### config.mk
export PLATFORM = sky130hd
export DESIGN_NAME = vecmag_top
export DESIGN_NICKNAME = d
export VERILOG_FILES = /design/src/design/vecmag_apb_pkg.sv /design/src/design/vecmag_types_pkg.sv /design/src/design/vecmag_apb_regs.sv /design/src/design/vecmag_ctrl.sv /design/src/design/vecmag_isqrt.sv /design/src/design/vecmag_sum_squares.sv /design/src/design/vecmag_top.sv
export VERILOG_INCLUDE_DIRS = /design/src /design/src/include
export SDC_FILE = /design/constraint.sdc
export NUM_CORES = 1
export LEC_CHECK = 0
export ABC_CLOCK_PERIOD_IN_PS = 6100
export BUFFER_PORTS_ARGS = -buffer_cell sky130_fd_sc_hd__buf_2
export CAP_MARGIN = 10
export CELL_PAD_IN_SITES_DETAIL_PLACEMENT = 1
export CELL_PAD_IN_SITES_GLOBAL_PLACEMENT = 1
export CORE_MARGIN = 2
export CORE_UTILIZATION = 45
export DETAILED_ROUTE_END_ITERATION = 12
export GPL_ROUTABILITY_DRIVEN = 0
export PLACE_DENSITY = 0.79
export SETUP_SLACK_MARGIN = 0.3
export SLEW_MARGIN = 25
export SYNTH_ARGS = -nofsm -noshare
export SYNTH_HDL_FRONTEND = slang
export SYNTH_HIERARCHICAL = 1
export SYNTH_SLANG_ARGS = --single-unit
### constraint.sdc
create_clock -name clk -period 6.1 [get_ports clk]
set_input_delay 0.61 -clock clk [delete_from_list [all_inputs] [get_ports clk]]
set_output_delay 0.61 -clock clk [all_outputs]
set_load 0.005 [all_outputs]
### src/include/vecmag_defines.svh
`ifndef VECMAG_DEFINES_SVH
`define VECMAG_DEFINES_SVH

// Operand width, one byte per coordinate
`define VECMAG_W 8

// Radicand and result width
`define VECMAG_RW (2 * `VECMAG_W)

// APB register map
`define VECMAG_ADDR_CTRL 8'h00
`define VECMAG_ADDR_OPND 8'h04
`define VECMAG_ADDR_STAT 8'h08
`define VECMAG_ADDR_RES  8'h0C

// CTRL register fields
`define VECMAG_CTRL_START 0
`define VECMAG_CTRL_OP    2:1
`define VECMAG_CTRL_IRQEN 3

// STAT register fields
`define VECMAG_STAT_BUSY 0
`define VECMAG_STAT_DONE 1

`endif

### src/design/vecmag_apb_pkg.sv
package vecmag_apb_pkg;

    // Bus widths of the register slave
    localparam int APB_AW = 8;
    localparam int APB_DW = 32;

    // Master to slave
    typedef struct packed {
        logic [APB_AW-1:0] paddr;
        logic              psel;
        logic              penable;
        logic              pwrite;
        logic [APB_DW-1:0] pwdata;
    } apb_req_t;

    // Slave to master
    typedef struct packed {
        logic [APB_DW-1:0] prdata;
        logic              pready;   // Tied high, no wait states
        logic              pslverr;
    } apb_rsp_t;

endpackage

### src/design/vecmag_types_pkg.sv
`include "vecmag_defines.svh"

package vecmag_types_pkg;

    // Command opcodes, encoding 3 is refused by the register block
    typedef enum logic [1:0] {
        OP_MAG   = 2'd0,  // Floor of sqrt(x*x + y*y)
        OP_SUMSQ = 2'd1,  // x*x + y*y only
        OP_ISQRT = 2'd2   // Floor sqrt of {y, x}
    } vecmag_op_e;

    // Controller states
    typedef enum logic [1:0] {
        ST_IDLE   = 2'd0,
        ST_SQUARE = 2'd1,
        ST_ROOT   = 2'd2,
        ST_POST   = 2'd3
    } vecmag_state_e;

    // Command handed from the register block to the controller
    typedef struct packed {
        vecmag_op_e              op;
        logic [`VECMAG_W-1:0]    y;   // High byte of a raw operand
        logic [`VECMAG_W-1:0]    x;   // Low byte of a raw operand
    } vecmag_cmd_t;

endpackage

### src/design/vecmag_apb_regs.sv
`timescale 1ns/1ps
`include "vecmag_defines.svh"

module vecmag_apb_regs (
    input  logic                          clk,
    input  logic                          rst_n,
    input  vecmag_apb_pkg::apb_req_t      apb_req,
    input  logic                          busy,
    input  logic                          finish,
    input  logic [`VECMAG_RW-1:0]         result,
    output vecmag_apb_pkg::apb_rsp_t      apb_rsp,
    output logic                          start,
    output vecmag_types_pkg::vecmag_cmd_t cmd,
    output logic                          irq
);

    logic                                 access;
    logic                                 start_req;
    logic                                 start_bad;
    logic                                 addr_hit;
    logic                                 err;
    logic                                 wr_en;
    vecmag_types_pkg::vecmag_op_e         wr_op;
    logic [vecmag_apb_pkg::APB_DW-1:0]    rdata;
    logic [`VECMAG_W-1:0]                 x_q;
    logic [`VECMAG_W-1:0]                 y_q;
    vecmag_types_pkg::vecmag_op_e         op_q;
    logic                                 irqen_q;
    logic                                 done_q;
    logic [`VECMAG_RW-1:0]                res_q;

    assign access    = apb_req.psel & apb_req.penable;
    assign wr_op     = vecmag_types_pkg::vecmag_op_e'(apb_req.pwdata[`VECMAG_CTRL_OP]);
    assign start_req = apb_req.pwrite & (apb_req.paddr == `VECMAG_ADDR_CTRL)
                     & apb_req.pwdata[`VECMAG_CTRL_START];
    assign start_bad = busy | !(wr_op inside {vecmag_types_pkg::OP_MAG,
                                              vecmag_types_pkg::OP_SUMSQ,
                                              vecmag_types_pkg::OP_ISQRT});
    assign err       = access & (!addr_hit | (start_req & start_bad));
    assign wr_en     = access & apb_req.pwrite & !err;  // Errored writes are dropped

    // Read mux, also flags mapped addresses
    always_comb begin
        rdata    = '0;
        addr_hit = 1'b1;
        case (apb_req.paddr)
            `VECMAG_ADDR_CTRL: begin
                rdata[`VECMAG_CTRL_OP]    = op_q;
                rdata[`VECMAG_CTRL_IRQEN] = irqen_q;  // Start always reads 0
            end
            `VECMAG_ADDR_OPND: rdata[`VECMAG_RW-1:0] = {y_q, x_q};
            `VECMAG_ADDR_STAT: begin
                rdata[`VECMAG_STAT_BUSY] = busy;
                rdata[`VECMAG_STAT_DONE] = done_q;
            end
            `VECMAG_ADDR_RES:  rdata[`VECMAG_RW-1:0] = res_q;
            default:           addr_hit = 1'b0;
        endcase
    end

    always_ff @(posedge clk or negedge rst_n) begin
        if (!rst_n) begin
            start   <= 1'b0;
            x_q     <= '0;
            y_q     <= '0;
            op_q    <= vecmag_types_pkg::OP_MAG;
            irqen_q <= 1'b0;
            done_q  <= 1'b0;
            res_q   <= '0;
        end else begin
            start <= 1'b0;  // Single-cycle pulse
            if (wr_en) begin
                case (apb_req.paddr)
                    `VECMAG_ADDR_CTRL: begin
                        op_q    <= wr_op;
                        irqen_q <= apb_req.pwdata[`VECMAG_CTRL_IRQEN];
                        if (apb_req.pwdata[`VECMAG_CTRL_START]) begin
                            start  <= 1'b1;
                            done_q <= 1'b0;  // New command clears done
                        end
                    end
                    `VECMAG_ADDR_OPND: begin
                        x_q <= apb_req.pwdata[`VECMAG_W-1:0];
                        y_q <= apb_req.pwdata[`VECMAG_RW-1:`VECMAG_W];
                    end
                    default: ;  // STAT and RES are read-only
                endcase
            end
            if (finish) begin
                done_q <= 1'b1;  // Sticky until next start
                res_q  <= result;
            end
        end
    end

    assign cmd = '{op: op_q, y: y_q, x: x_q};

    assign apb_rsp.prdata  = rdata;
    assign apb_rsp.pready  = 1'b1;
    assign apb_rsp.pslverr = err;

    assign irq = done_q & irqen_q;  // Level interrupt

endmodule

### src/design/vecmag_ctrl.sv
`timescale 1ns/1ps
`include "vecmag_defines.svh"

module vecmag_ctrl (
    input  logic                          clk,
    input  logic                          rst_n,
    input  logic                          start,
    input  vecmag_types_pkg::vecmag_cmd_t cmd,
    input  logic                          sq_valid,
    input  logic [`VECMAG_RW-1:0]         radicand,
    input  logic                          root_ready,
    input  logic [`VECMAG_RW-1:0]         root,
    output logic                          sq_load,
    output vecmag_types_pkg::vecmag_cmd_t sq_cmd,
    output logic                          root_start,
    output logic [`VECMAG_RW-1:0]         root_in,
    output logic                          busy,
    output logic                          finish,
    output logic [`VECMAG_RW-1:0]         result
);

    vecmag_types_pkg::vecmag_state_e state_q;
    vecmag_types_pkg::vecmag_state_e state_d;
    vecmag_types_pkg::vecmag_op_e    op_q;
    logic                            skip_root;
    logic [`VECMAG_RW-1:0]           result_q;

    assign skip_root = (op_q == vecmag_types_pkg::OP_SUMSQ);

    always_comb begin
        state_d = state_q;
        case (state_q)
            vecmag_types_pkg::ST_IDLE:
                if (start) state_d = vecmag_types_pkg::ST_SQUARE;
            vecmag_types_pkg::ST_SQUARE:
                if (sq_valid) begin
                    state_d = skip_root ? vecmag_types_pkg::ST_POST
                                        : vecmag_types_pkg::ST_ROOT;
                end
            vecmag_types_pkg::ST_ROOT:
                if (root_ready) state_d = vecmag_types_pkg::ST_POST;
            default:
                state_d = vecmag_types_pkg::ST_IDLE;  // POST lasts one cycle
        endcase
    end

    always_ff @(posedge clk or negedge rst_n) begin
        if (!rst_n) begin
            state_q <= vecmag_types_pkg::ST_IDLE;
            op_q    <= vecmag_types_pkg::OP_MAG;
        end else begin
            state_q <= state_d;
            if (sq_load) op_q <= cmd.op;  // Held for the root decision
        end
    end

    // Result capture, from the radicand or from the root
    always_ff @(posedge clk) begin
        if (state_q == vecmag_types_pkg::ST_SQUARE && sq_valid && skip_root) begin
            result_q <= radicand;
        end else if (state_q == vecmag_types_pkg::ST_ROOT && root_ready) begin
            result_q <= root;
        end
    end

    assign sq_load    = (state_q == vecmag_types_pkg::ST_IDLE) & start;
    assign sq_cmd     = cmd;
    assign root_start = (state_q == vecmag_types_pkg::ST_SQUARE) & sq_valid & !skip_root;
    assign root_in    = radicand;
    assign busy       = (state_q != vecmag_types_pkg::ST_IDLE);
    assign finish     = (state_q == vecmag_types_pkg::ST_POST);
    assign result     = result_q;

endmodule

### src/design/vecmag_isqrt.sv
`timescale 1ns/1ps
`include "vecmag_defines.svh"

module vecmag_isqrt (
    input  logic                  clk,
    input  logic                  rst_n,
    input  logic                  start,
    input  logic [`VECMAG_RW-1:0] radicand,
    output logic [`VECMAG_RW-1:0] root,
    output logic                  ready
);

    localparam int RW = `VECMAG_RW;
    localparam logic [RW-1:0] MASK_TOP = 1 << (RW - 2);  // Highest bit pair

    logic [RW-1:0] rem_q;
    logic [RW-1:0] res_q;
    logic [RW-1:0] mask_q;
    logic          running;
    logic [RW-1:0] cur_rem;
    logic [RW-1:0] cur_res;
    logic [RW-1:0] cur_mask;
    logic [RW-1:0] trial;
    logic [RW-1:0] nxt_rem;
    logic [RW-1:0] nxt_res;

    assign running = (mask_q != '0);

    // One shift-and-subtract step, the first one taken on start
    always_comb begin
        cur_rem  = start ? radicand : rem_q;
        cur_res  = start ? '0 : res_q;
        cur_mask = start ? MASK_TOP : mask_q;
        trial    = cur_res + cur_mask;
        if (cur_rem >= trial) begin
            nxt_rem = cur_rem - trial;
            nxt_res = (cur_res >> 1) + cur_mask;
        end else begin
            nxt_rem = cur_rem;
            nxt_res = cur_res >> 1;
        end
    end

    always_ff @(posedge clk) begin
        if (start || running) begin
            rem_q <= nxt_rem;
            res_q <= nxt_res;
        end
    end

    always_ff @(posedge clk or negedge rst_n) begin
        if (!rst_n) begin
            mask_q <= '0;
            ready  <= 1'b0;
        end else begin
            if (start || running) begin
                mask_q <= cur_mask >> 2;  // Zero after the eighth step
            end
            ready <= (mask_q == RW'(1));  // Last step in progress
        end
    end

    // Root of a 16-bit radicand never exceeds 8 bits
    assign root = {{(RW - `VECMAG_W){1'b0}}, res_q[`VECMAG_W-1:0]};

endmodule

### src/design/vecmag_sum_squares.sv
`timescale 1ns/1ps
`include "vecmag_defines.svh"

module vecmag_sum_squares (
    input  logic                          clk,
    input  logic                          rst_n,
    input  logic                          load,
    input  vecmag_types_pkg::vecmag_cmd_t cmd,
    output logic [`VECMAG_RW-1:0]         radicand,
    output logic                          valid
);

    logic [`VECMAG_RW-1:0] sq_x;
    logic [`VECMAG_RW-1:0] sq_y;
    logic [`VECMAG_RW-1:0] sum_sq;
    logic [`VECMAG_RW-1:0] packed_raw;

    assign sq_x       = cmd.x * cmd.x;
    assign sq_y       = cmd.y * cmd.y;
    assign sum_sq     = sq_x + sq_y;  // Wraps above 16 bits
    assign packed_raw = {cmd.y, cmd.x};

    // Radicand register, loaded once per command
    always_ff @(posedge clk) begin
        if (load) begin
            radicand <= (cmd.op == vecmag_types_pkg::OP_ISQRT) ? packed_raw : sum_sq;
        end
    end

    always_ff @(posedge clk or negedge rst_n) begin
        if (!rst_n) begin
            valid <= 1'b0;
        end else begin
            valid <= load;  // One cycle behind load
        end
    end

endmodule

### src/design/vecmag_top.sv
`timescale 1ns/1ps
`include "vecmag_defines.svh"

module vecmag_top (
    input  logic                     clk,
    input  logic                     rst_n,
    input  vecmag_apb_pkg::apb_req_t apb_req,
    output vecmag_apb_pkg::apb_rsp_t apb_rsp,
    output logic                     irq
);

    logic                          start;
    vecmag_types_pkg::vecmag_cmd_t cmd;
    logic                          busy;
    logic                          finish;
    logic [`VECMAG_RW-1:0]         result;
    logic                          sq_load;
    vecmag_types_pkg::vecmag_cmd_t sq_cmd;
    logic                          sq_valid;
    logic [`VECMAG_RW-1:0]         radicand;
    logic                          root_start;
    logic [`VECMAG_RW-1:0]         root_in;
    logic                          root_ready;
    logic [`VECMAG_RW-1:0]         root;

    vecmag_apb_regs u_regs (
        .clk     (clk),
        .rst_n   (rst_n),
        .apb_req (apb_req),
        .busy    (busy),
        .finish  (finish),
        .result  (result),
        .apb_rsp (apb_rsp),
        .start   (start),
        .cmd     (cmd),
        .irq     (irq)
    );

    vecmag_ctrl u_ctrl (
        .clk        (clk),
        .rst_n      (rst_n),
        .start      (start),
        .cmd        (cmd),
        .sq_valid   (sq_valid),
        .radicand   (radicand),
        .root_ready (root_ready),
        .root       (root),
        .sq_load    (sq_load),
        .sq_cmd     (sq_cmd),
        .root_start (root_start),
        .root_in    (root_in),
        .busy       (busy),
        .finish     (finish),
        .result     (result)
    );

    vecmag_sum_squares u_sumsq (
        .clk      (clk),
        .rst_n    (rst_n),
        .load     (sq_load),
        .cmd      (sq_cmd),
        .radicand (radicand),
        .valid    (sq_valid)
    );

    vecmag_isqrt u_isqrt (
        .clk      (clk),
        .rst_n    (rst_n),
        .start    (root_start),
        .radicand (root_in),
        .root     (root),
        .ready    (root_ready)
    );

endmodule

==> Word-level counts from Yosys, hierarchy flattened <==
Index checks and enable logic that the tools add are counted.
Widths: inputs -> output; s select.
{ "op_classes": {"n_reduce_logical": 23, "order_cmp": 1, "muxes": 25, "multipliers": 2, "eq_ne": 14, "bitwise_logic": 13, "addsub": 4} }
{ "ops": {"columns": ["op", "count"], "rows": [
  ["$mux 16", 6],
  ["$add 16x16->16", 2],
  ["$mul 8x8->16", 2],
  ["$mux 15", 2],
  ["$pmux 12 s2", 1],
  ["$add 15x15->16", 1],
  ["$eq 8x4->1 const B", 2],
  ["$ge 16x16->1", 1],
  ["$reduce_bool 16->1", 1],
  ["$sub 16x16->16", 1],
  ["$eq 14x1->1 const B", 1],
  ["$pmux 2 s3", 2],
  ["$and 1x1->1", 11],
  ["$reduce_bool 2->1", 5],
  ["$mux 1", 9],
  ["$eq 2x2->1 const B", 4],
  ["$eq 8x3->1 const B", 1],
  ["$logic_not 8->1", 1],
  ["$eq 2x1->1 const B", 3],
  ["$mux 2", 3],
  ["$reduce_and 3->1", 2],
  ["$logic_not 1->1", 4],
  ["$logic_not 2->1", 2],
  ["$ne 2x1->1 const B", 2],
  ["9 further kinds", 13]
]} }
{ "totals": {"register_bits": 121, "word_cells": 99} }

==> Depth between registers and ports, before layout <==
Gate-level depths: netlist of run 1.
{ "depth": {"ltp_word": 11, "mapped_depth": 25} }

==> Cells and area by module <==
The synthesis of run 1 kept the hierarchy.
{ "by_module_without_submodules": {"columns": ["mod", "cells_per_inst", "n_inst", "area_each_um2"], "rows": [
  ["vecmag_sum_squares", 411, 1, 4090.2],
  ["vecmag_isqrt", 389, 1, 3672.3],
  ["vecmag_apb_regs", 158, 1, 1938.1],
  ["vecmag_ctrl", 98, 1, 1271.2]
]} }

==> Least setup slack after synthesis of run 1 <==
No wires, ideal clock.
{ "synth_timing": {"path_kind": "register to register", "start": "register u_ctrl.state_q[1]", "end": "register u_isqrt.rem_q[11], data pin", "path_stages_with_launch": 24, "n_path_buf": 4, "arrival_ps": 5239, "required_ps": 5838, "path_slack_ps": 599, "cell_sequence": "dfrtp_1 inv_1 ha_1 nand2_1 nor2_1 clkbuf_1 clkbuf_1 clkbuf_1 nor2b_1 ha_1 ha_1 maj3_1 a31oi_1 nor2_1 and3_1 o21ai_0 xor2_1 ha_1 nand2_1 o31ai_1 or4_4 a311o_1 buf_6 mux2_1"} }
{ "synth_between": {"elab_chain_len": 7, "elab_cells_between_ends": 10, "classes_between": "add/sub (2); order compare (1); eq/ne (1); mux (4); bitwise (2)"} }
{ "synth_lines": {"columns": ["item", "line", "source"], "rows": [
  ["from (decl)", "vecmag_ctrl.sv:22", "vecmag_types_pkg::vecmag_state_e state_q;"],
  ["from (signal assigned)", "vecmag_ctrl.sv:49", "state_q <= vecmag_types_pkg::ST_IDLE;"],
  ["from (signal assigned)", "vecmag_ctrl.sv:52", "state_q <= state_d;"],
  ["$eq 2x1->1 (*)", "vecmag_ctrl.sv:68", "assign root_start = (state_q == vecmag_types_pkg::ST_SQUARE) & sq_valid & !skip_root;"],
  ["$and 1x1->1 (*) (2 in series)", "vecmag_ctrl.sv:68", null],
  ["via root_start", "vecmag_top.sv:21", "logic root_start;"],
  ["$mux 16 / $mux 15 (equally long branches)", "vecmag_isqrt.sv:32, vecmag_isqrt.sv:33", null],
  ["$add 16x16->16", "vecmag_isqrt.sv:34", "trial = cur_res + cur_mask;"],
  ["$sub 16x16->16 / $ge 16x16->1 (equally long branches)", "vecmag_isqrt.sv:36, vecmag_isqrt.sv:35", null],
  ["$mux 16 (*)", "vecmag_isqrt.sv:35", "if (cur_rem >= trial) begin"],
  ["via u_isqrt.nxt_rem[11]", "vecmag_isqrt.sv:24", "logic [RW-1:0] nxt_rem;"],
  ["to (signal assigned)", "vecmag_isqrt.sv:46", "rem_q <= nxt_rem;"],
  ["to (decl)", "vecmag_isqrt.sv:16", "logic [RW-1:0] rem_q;"]
]} }
The timed path passes the listed nets; every way through them passes the cells marked *.
A chain may end at the register's enable or synchronous reset.

==> Worst setup path in the final report of run 1 <==
{ "layout_timing": {"start": "register u_regs.x_q[4]", "end": "register u_sumsq.radicand[10], data pin"} }
{ "layout_between": {"elab_chain_len": 3} }
{ "layout_lines": {"columns": ["item", "line", "source"], "rows": [
  ["from (decl)", "vecmag_apb_regs.sv:25", "logic [`VECMAG_W-1:0] x_q;"],
  ["from (signal assigned)", "vecmag_apb_regs.sv:83", "x_q <= apb_req.pwdata[`VECMAG_W-1:0];"],
  ["$mul 8x8->16", "vecmag_sum_squares.sv:18", "assign sq_x = cmd.x * cmd.x;"],
  ["$add 16x16->16", "vecmag_sum_squares.sv:20", "assign sum_sq = sq_x + sq_y;"],
  ["$mux 16", "vecmag_sum_squares.sv:26", "radicand <= (cmd.op == vecmag_types_pkg::OP_ISQRT) ? packed_raw : sum_sq;"],
  ["to (signal assigned)", "vecmag_sum_squares.sv:26", null],
  ["to (decl)", "vecmag_sum_squares.sv:9", "output logic [`VECMAG_RW-1:0] radicand,"]
]} }
Every way passes these cells.

==> results of run 1 <==
worst paths after layout:
check | to | slack [ns]
setup / recovery | u_sumsq/radicand[10]$_DFFE_PP_ | 0.49
hold / removal | u_ctrl/op_q[1]$_DFFE_PN0P_ | 0.34
setup reg to reg | u_sumsq/radicand[10]$_DFFE_PP_ | 0.49
hold reg to reg | u_regs/res_q[1]$_DFFE_PN0P_ | 0.48
max in group asynchronous | u_regs/y_q[6]$_DFFE_PN0P_ | 5.23
min in group clk | u_regs/y_q[5]$_DFFE_PN0P_ | 0.42
registers in the layout, summed over array words and instances, names as in the netlist:
| signal | flops |
|---|---|
| u_ctrl/result | 16 |
| u_isqrt/rem_q | 16 |
| u_isqrt/res_q | 16 |
| u_regs/res_q | 16 |
| u_sumsq/radicand | 16 |
| u_regs/x_q | 8 |
| u_regs/y_q | 8 |
| u_isqrt/mask_q | 7 |
| u_ctrl/op_q | 2 |
| u_ctrl/state_q | 2 |
| u_regs/op_q | 2 |
| u_isqrt/ready | 1 |
| u_regs/done_q | 1 |
| u_regs/irqen_q | 1 |
| u_regs/start | 1 |
| u_sumsq/valid | 1 |
power groups by stage:
| stage | clock network (mW) | logic, mW | registers [mW] |
|---|---|---|---|
| after floorplan | 0 | 0.212 | 0.916 |
| after global placement | 0 | 0.247 | 0.930 |
| after detailed placement | 0 | 0.261 | 0.935 |
| after CTS | 1.02 | 0.263 | 0.920 |
| after global routing | 1.05 | 0.287 | 0.928 |
| final | 0.994 | 0.262 | 0.920 |
per-layer routing:
| layer | up-vias | routed length [um] | share of wire (%) | GRT usage (%) |
|---|---|---|---|---|
| li1 | 3531 | - | - | - |
| met1 | 3816 | 11800 | 45 | 28.4 |
| met2 | 148 | 13200 | 50 | 37.0 |
| met3 | 27 | 942 | 3.6 | 3.25 |
| met4 | 0 | 444 | 1.7 | 6.35 |
| met5 | - | 0 | 0 | 0 |
worst max-delay path: stages (launching register included):
cell and delay, ns:
dfrtp_1 0.57, nand2_1 0.22, fa_1 0.53, fa_1 0.55, inv_1 0.06, fa_1 0.49, fa_1 0.60, fa_1 0.46
fa_1 0.41, ha_1 0.40, a21oi_1 0.19, nand3_1 0.16, a21o_1 0.22, a211oi_1 0.38, o31ai_1 0.11
synthesized netlist by cell type (all sizes together), types with 2 or more instances:
cell / count / area (um^2)
or3: 4 / 25.0
buf: 78 / 593
o21a: 8 / 60.1
mux2: 84 / 1020
o31ai: 7 / 52.6
o21bai: 3 / 26.3
o41ai: 3 / 26.3
and2: 39 / 244
fa: 76 / 1520
nor2b: 39 / 251
inv: 98 / 368
o31a: 3 / 26.3
and3: 11 / 68.8
a31oi: 12 / 81.3
nand3: 14 / 87.6
a211oi: 6 / 50.1
nand4: 7 / 43.8
ha: 90 / 1130
or2: 3 / 18.8
a21oi: 38 / 190
nand2b: 6 / 37.5
a21o: 15 / 114
a311oi: 2 / 23.8
or4: 2 / 18.8
xor2: 21 / 184
edfxtp: 64 / 1920
mux2i: 18 / 180
nor3: 7 / 35.0
o21ai: 25 / 133
clkbuf: 25 / 114
dfrtp: 50 / 1250
o211ai: 3 / 22.5
xnor2: 30 / 263
a31o: 2 / 17.5
conb: 3 / 11.3
nand2: 76 / 285
nor2: 56 / 210
nor4: 7 / 58.8
logic make-up after synthesis:
group                    Yosys count
AND/OR/NAND/NOR                  278
flip-flops                       114
multiplexers                     103
buffers and inverters            201
other                              3
XOR/XNOR                          51
AO/OA/AOI/OAI                    139
adder cells (fa/ha/maj)          167
area by class of cell:
type                    instances  area, um^2
multi-input cells             763        6820
clock buffers                  17         425
clock inverters                15         158
repair buffers                 70         410
well taps                     324         405
flip-flops and latches        114        3180
inverters                      98         368
fillers                      2717       12300
what timing repair did:
| action | CTS | global route |
|---|---|---|
| hold endpoints to repair | 0 | 0 |
| hold buffers | 0 | 0 |
| setup endpoints to repair | 0 | 5 |
| resized for setup | 0 | 8 |
| setup buffers | 0 | 3 |
==> impl_results.md, run 1 <==
* Layout cells sized above 1 at 19.1%
* Cell area after synthesis at 0.0110 mm^2
* Min cycle time layout at 5.61 ns
* EDFF count, synth at 64
* Antenna cells at 0
* Status: finished, final reports clean
* Clock-pin slew on the worst setup and hold paths at 0.06 ns
* Ys Warns at 6
* Period utilization at approximately nine tenths
* Clock latency on the worst-skew pair at 0.42 ns
* Most frequent cells in the layout: inv_1 (97), ha_1 (90), nand2_1 (76), fa_1 (76), edfxtp_1 (64)
* Mapped Cells at between 1000 and 1500
* Area Growth Syn to Fin at 7.30%
* DRC at 0
* Placed Area at 0.0111 mm^2
* Sw Ratio at between 20% and 30%
* Remaining global-route overflow at 0
* Final net count at ~1300
* PortBufs at 46
* CP Launch Type: flip-flop
* CTS Buf Count at 17
* Final Hold Viols at 0
* Crit path DAT at roughly 5.8 ns
* Synth Area in XOR/XNOR at 4.07%
* Clk buf depth at 2
* Global-route wire length before repair at roughly 44000 um
* #FFs+latches synth at 114
* Initial antenna violation count at 0
* Total Routing Usage GR at roughly 22%
* Ys flop type: edfxtp_1
* Initial DRC Count at 371
* Post-layout util at ~49%
* Compound-Gate Fraction of Synth Area at 8.55%
* Clock sink count at between 100 and 150
* Initial core utilization at a little under half
* Total number of vias at 7522
* Clk pwr share at between 40% and 50%
* Worst Setup SP: u_regs/x_q[4]$_DFFE_PN0P_
* Root buffer cell: clkbuf_16
* Slew Limit Fails at 0
* Row cnt at 57
* DRT Pass-1 Iters at 4
* Vias in the first global route at slightly above 8000
* Setup WS pre-CTS at 0.398 ns
* CTS tree: built
* Tot Pwr at around 2.2 mW
* Simple-gate share of the synthesized area at 13.2%
* R2R Path Start: u_regs/x_q[4]$_DFFE_PN0P_
* Min-delay worst type: in -> async
* Commonest non-fill, non-tap cell in the layout: inv_1
* Setup tns final at 0 ns
* HPWL Detailed at approximately 20000 um
* Drt wl/cell at ~19 um
* Max_cap viols at 0
* Design Area, Final at ~0.012 mm^2
* Placed Cells at ~1400
* Synthesized area per cell at between 10 and 15 um^2
* Worst Setup Slack, final at between 0.4 and 0.5 ns
* Crit Path Max Fanout at 8
* Largest net degree at the start of global routing at 51
* Leak at about 5.6 nW
* Adder and majority cell fraction of the synthesized area at roughly 24%
* Total die area at about 0.026 mm^2
* IO Count at 80
* Detail-routed via count per cell at between 5 and 6
* Max-slew headroom at 34.9%
* WP data required at 6.26 ns
* Clock Skew at 0.0119 ns
* PwrDens at between 150 and 200 mW/mm^2
* DIE HEIGHT at approximately 160 um
* Post-synthesis async set-or-reset flop share at roughly 44%
* Seq/Total Area, Yosys at between 20% and 30%
* Die X-Extent at around 160 um
* Unrepaired setup endpoints after global routing: yes
* WHS at approximately 0.34 ns
* WS Path Type: reg -> reg
* P_int at roughly 1.6 mW
* Core Area at between 0.02 and 0.025 mm^2
* Count of different cell masters after synthesis at 78
* DRT antenna net count at 0
* Largest family of logic cells by synthesized area: adder cells
* Max rail drop VDD at 0.211 mV
* Fin cells at between 1000 and 1500
* Reg2reg path depth at 14
* Mux share of post-synthesis cell area at 11.1%
* Slew @ Worst Pin at roughly 0.96 ns
* Post-Route WL at roughly 26000 um
* Depth of the CTS H-tree at 4
* Critical Path End Type: flip-flop
* Part of the power in combinational logic at between 10% and 20%
* Seq pwr share at 42.3%
* Psw at around 0.56 mW
* Setup violators final at 0
* Highest clock rate at between 150 and 200 MHz
Power figures use the tool's default switching activity.
==> run 2: changes to the inputs <==
- ABC_CLOCK_PERIOD_IN_PS: 6100 -> 7000
- GPL_TIMING_DRIVEN: default -> 0
- clock period: 6.1 -> 7 ns (I/O delays scaled with it)
==> run 2 against run 1 <==
Compared with the run above:
- power decreased by 12%
- largest power group unchanged
- wire length rose by 5.4%
- clock-buffer cell count is 4 higher
- largest cell class unchanged
- via count rose by 5.3%
- final cell count up 5.8%
- register-to-register slack improved by 0.20 ns
- highest routed layer unchanged
- critical path depth increased by 10
- sequential cell count unchanged
- non-clock buffer count increased by 81
==> impl_results.md, run 2 (synthesized netlist as in run 1, its figures left out) <==
* Status: finished, final reports clean
* Initial core utilization at 45.5% (unchanged)
* Clock sink count at 114 (unchanged)
* Clock Skew at 0.00843 ns (-0.00343 ns)
* DRT Pass-1 Iters at 7 (+3)
* Slew @ Worst Pin at 0.833 ns (-0.130 ns)
* Leak at 6.00 nW (+6.9%)
* Reg2reg path depth at 24 (+10)
* Crit Path Max Fanout at 10 (+2)
* Initial antenna violation count at 0 (unchanged)
* Post-layout util at 51.3% (+2.4 points)
* PortBufs at 45 (-2.2%)
* Clk buf depth at 2 (unchanged)
* Max stage delay on crit path at 0.43 ns (-0.17 ns)
* Post-Route WL at 27800 um (+5.4%)
* WS Path Type: reg -> reg
* CP Launch Type: flip-flop
* Drt wl/cell at 18.8 um (-0.40%)
* Buf/Inv on CP at 6 (+5)
* Slew Limit Fails at 0 (unchanged)
* Top delay family on crit path: compound AO/OA/AOI/OAI gates
* IO Count at 80 (unchanged)
* Cell mode on critical path: ha_1
* Critical Path End Type: flip-flop
* Remaining global-route overflow at 0 (unchanged)
* Period utilization at 90.1% (-1.8 points)
* Global-route wire length before repair at 45700 um (+4.4%)
* Unrepaired setup endpoints after global routing: no
* Clock latency on the worst-skew pair at 0.43 ns (about the same)
* Largest net degree at the start of global routing at 51 (unchanged)
* Final net count at 1356 (+6.4%)
* Reg2reg setup slack at 0.69 ns (+0.20 ns)
* Core Area at 0.0241 mm^2 (unchanged)
* Min cycle time layout at 6.31 ns (+0.699 ns)
* Total die area at 0.0256 mm^2 (unchanged)
* Die X-Extent at 160 um (unchanged)
* DIE HEIGHT at 160 um (unchanged)
* PwrDens at 155 mW/mm^2 (-16%)
* Reg area at 0.00317 mm^2 (-0.28%)
* CTS Buf Count at 17 (unchanged)
* Crit path DAT at 6.49 ns (+0.72 ns)
* Antenna cells at 0 (unchanged)
* Hold Buf Count CTS at 0 (unchanged)
* Area Growth Syn to Fin at 12.6%
* Worst Setup SP: u_ctrl/state_q[1]$_DFFE_PN0P_
* DRT antenna net count at 0 (unchanged)
* Worst path slowest cell: maj3_1
* Commonest non-fill, non-tap cell in the layout: inv_1
* Placed Area at 0.0117 mm^2 (+5.1%)
* Worst Setup EP: u_isqrt/rem_q[9]$_DFFE_PP_
* Clock-pin slew on the worst setup and hold paths at 0.06 ns (about the same)
* HPWL Detailed at 21800 um (+9.5%)
* Final Hold Viols at 0 (unchanged)
* Reg2reg end: u_isqrt/rem_q[9]$_DFFE_PP_
* Layout cells sized above 1 at 22.6% (+3.5 points)
* Max rail drop VDD at 0.117 mV (-45%)
* R2R Path Start: u_ctrl/state_q[1]$_DFFE_PN0P_
* DRC at 0 (unchanged)
* Max-slew headroom at 44.3% (+9.4 points)
* Initial DRC Count at 455 (+23%)
* Min-delay worst type: in -> async
* WP depth at 24 (+10)
* Total number of vias at 7923 (+5.3%)
* WP data required at 7.18 ns (+0.92 ns)
* Vias in the first global route at 8556 (+4.4%)
* Depth of the CTS H-tree at 4 (unchanged)
* Layout fillers at 2722 (+0.18%)
* Total Routing Usage GR at 22.7% (+1.1 points)
* CTS tree: built
* Crit path cell chain: inv_1, ha_1, nand2_1, nor2_2, buf_2, clkbuf_4, clkbuf_2, nor2b_1, ha_1, ha_1, maj3_1, a21oi_1, o31ai_1, a21oi_1, nand2b_1, xor2_1, ha_1, clkbuf_1, nand2_1, o21ai_0, o31a_1, a311o_1, clkbuf_1, o21a_1
* Max_cap viols at 0 (unchanged)
* Setup violators final at 0 (unchanged)
* Area taken by multi-input logic gates at 0.00683 mm^2 (about the same)
* Highest clock rate at 158 MHz (-11%)
* Design Area, Final at 0.0124 mm^2 (+5.0%)
* Row cnt at 57 (unchanged)
* Root buffer cell: clkbuf_16
* Detail-routed via count per cell at 5.35 (-0.43%)
* Most frequent cells in the layout: inv_1 (97), ha_1 (90), nand2_1 (76), fa_1 (76), buf_4 (72)
-- run 2: layout make-up --
cell class / count / share of cell area [%]
Multi-Input combinational cell: 763 / 55.2
Clock buffer: 21 / 4.16
Sequential cell: 114 / 25.7
Timing Repair Buffer: 48 / 2.19
Buffer: 103 / 5.79
Inverter: 98 / 2.98
Tap cell: 324 / 3.28
Clock inverter: 11 / 0.678
-- run 2: worst reg2reg max path, delay by kind of cell, from the launching register on --
family	cells	cell delay, ns
DFF	1	0.42
buffers and inverters	6	1.44
xor gates and xnor gates	1	0.22
and+or+nand+nor	5	0.74
adders and majority gates	5	1.44
AOI/OAI and AO/OA	7	1.81
-- run 2: layer usage --
metal  share of wire [%]  vias to the layer above  track usage (%)
met5                   0                        -                0
met4                 1.8                        0             6.35
met3                 3.5                       33             3.58
met2                  49                      178             38.7
met1                  45                     4016             30.1
li1                    -                     3696                -
-- run 2: worst min path at each step --
stage,start,endpoint,slack (ns),cells past startpoint
after floorplan,rst_n,u_ctrl/op_q[0]$_DFFE_PN0P_,0.40,0
after global placement,u_ctrl/result[7]$_DFFE_PP_,u_regs/res_q[7]$_DFFE_PN0P_,0.46,1
after detailed placement,u_ctrl/result[8]$_DFFE_PP_,u_regs/res_q[8]$_DFFE_PN0P_,0.47,1
after CTS,rst_n,u_ctrl/op_q[0]$_DFFE_PN0P_,0.34,1
after global routing,rst_n,u_regs/start$_DFF_PN0_,0.37,1
final,rst_n,u_regs/res_q[0]$_DFFE_PN0P_,0.33,1
-- run 2: metrics by stage --
stage | instances | setup slack (ns) | power [mW] | setup TNS (ns) | hold slack, ns
6_report | 1482 | 0.690 | 1.92 | 0 | 0.326
5_1_grt | 1482 | 0.319 | 1.99 | 0 | 0.367
4_1_cts | 1480 | 0.336 | 1.94 | 0 | 0.340
3_5_place_dp | 1448 | -0.234 | 1.06 | -0.997 | 0.466
3_3_place_gp | 1447 | -0.160 | 1.04 | -0.438 | 0.460
2_1_floorplan | 1078 | 1.50 | 0.983 | 0 | 0.404
-- run 2: report_power, final --
group	internal [mW]	switching, mW
logic	0.131	0.116
clock network	0.530	0.343
registers	0.763	0.0356
-- run 2: timing repair --
item | 4_1_cts | 5_1_grt
endpoints found under the setup margin | 32 | 32
setup buffers | 0 | 2
cloned | 0 | 0
pin swaps | 0 | 1
gates resized for setup | 6 | 4
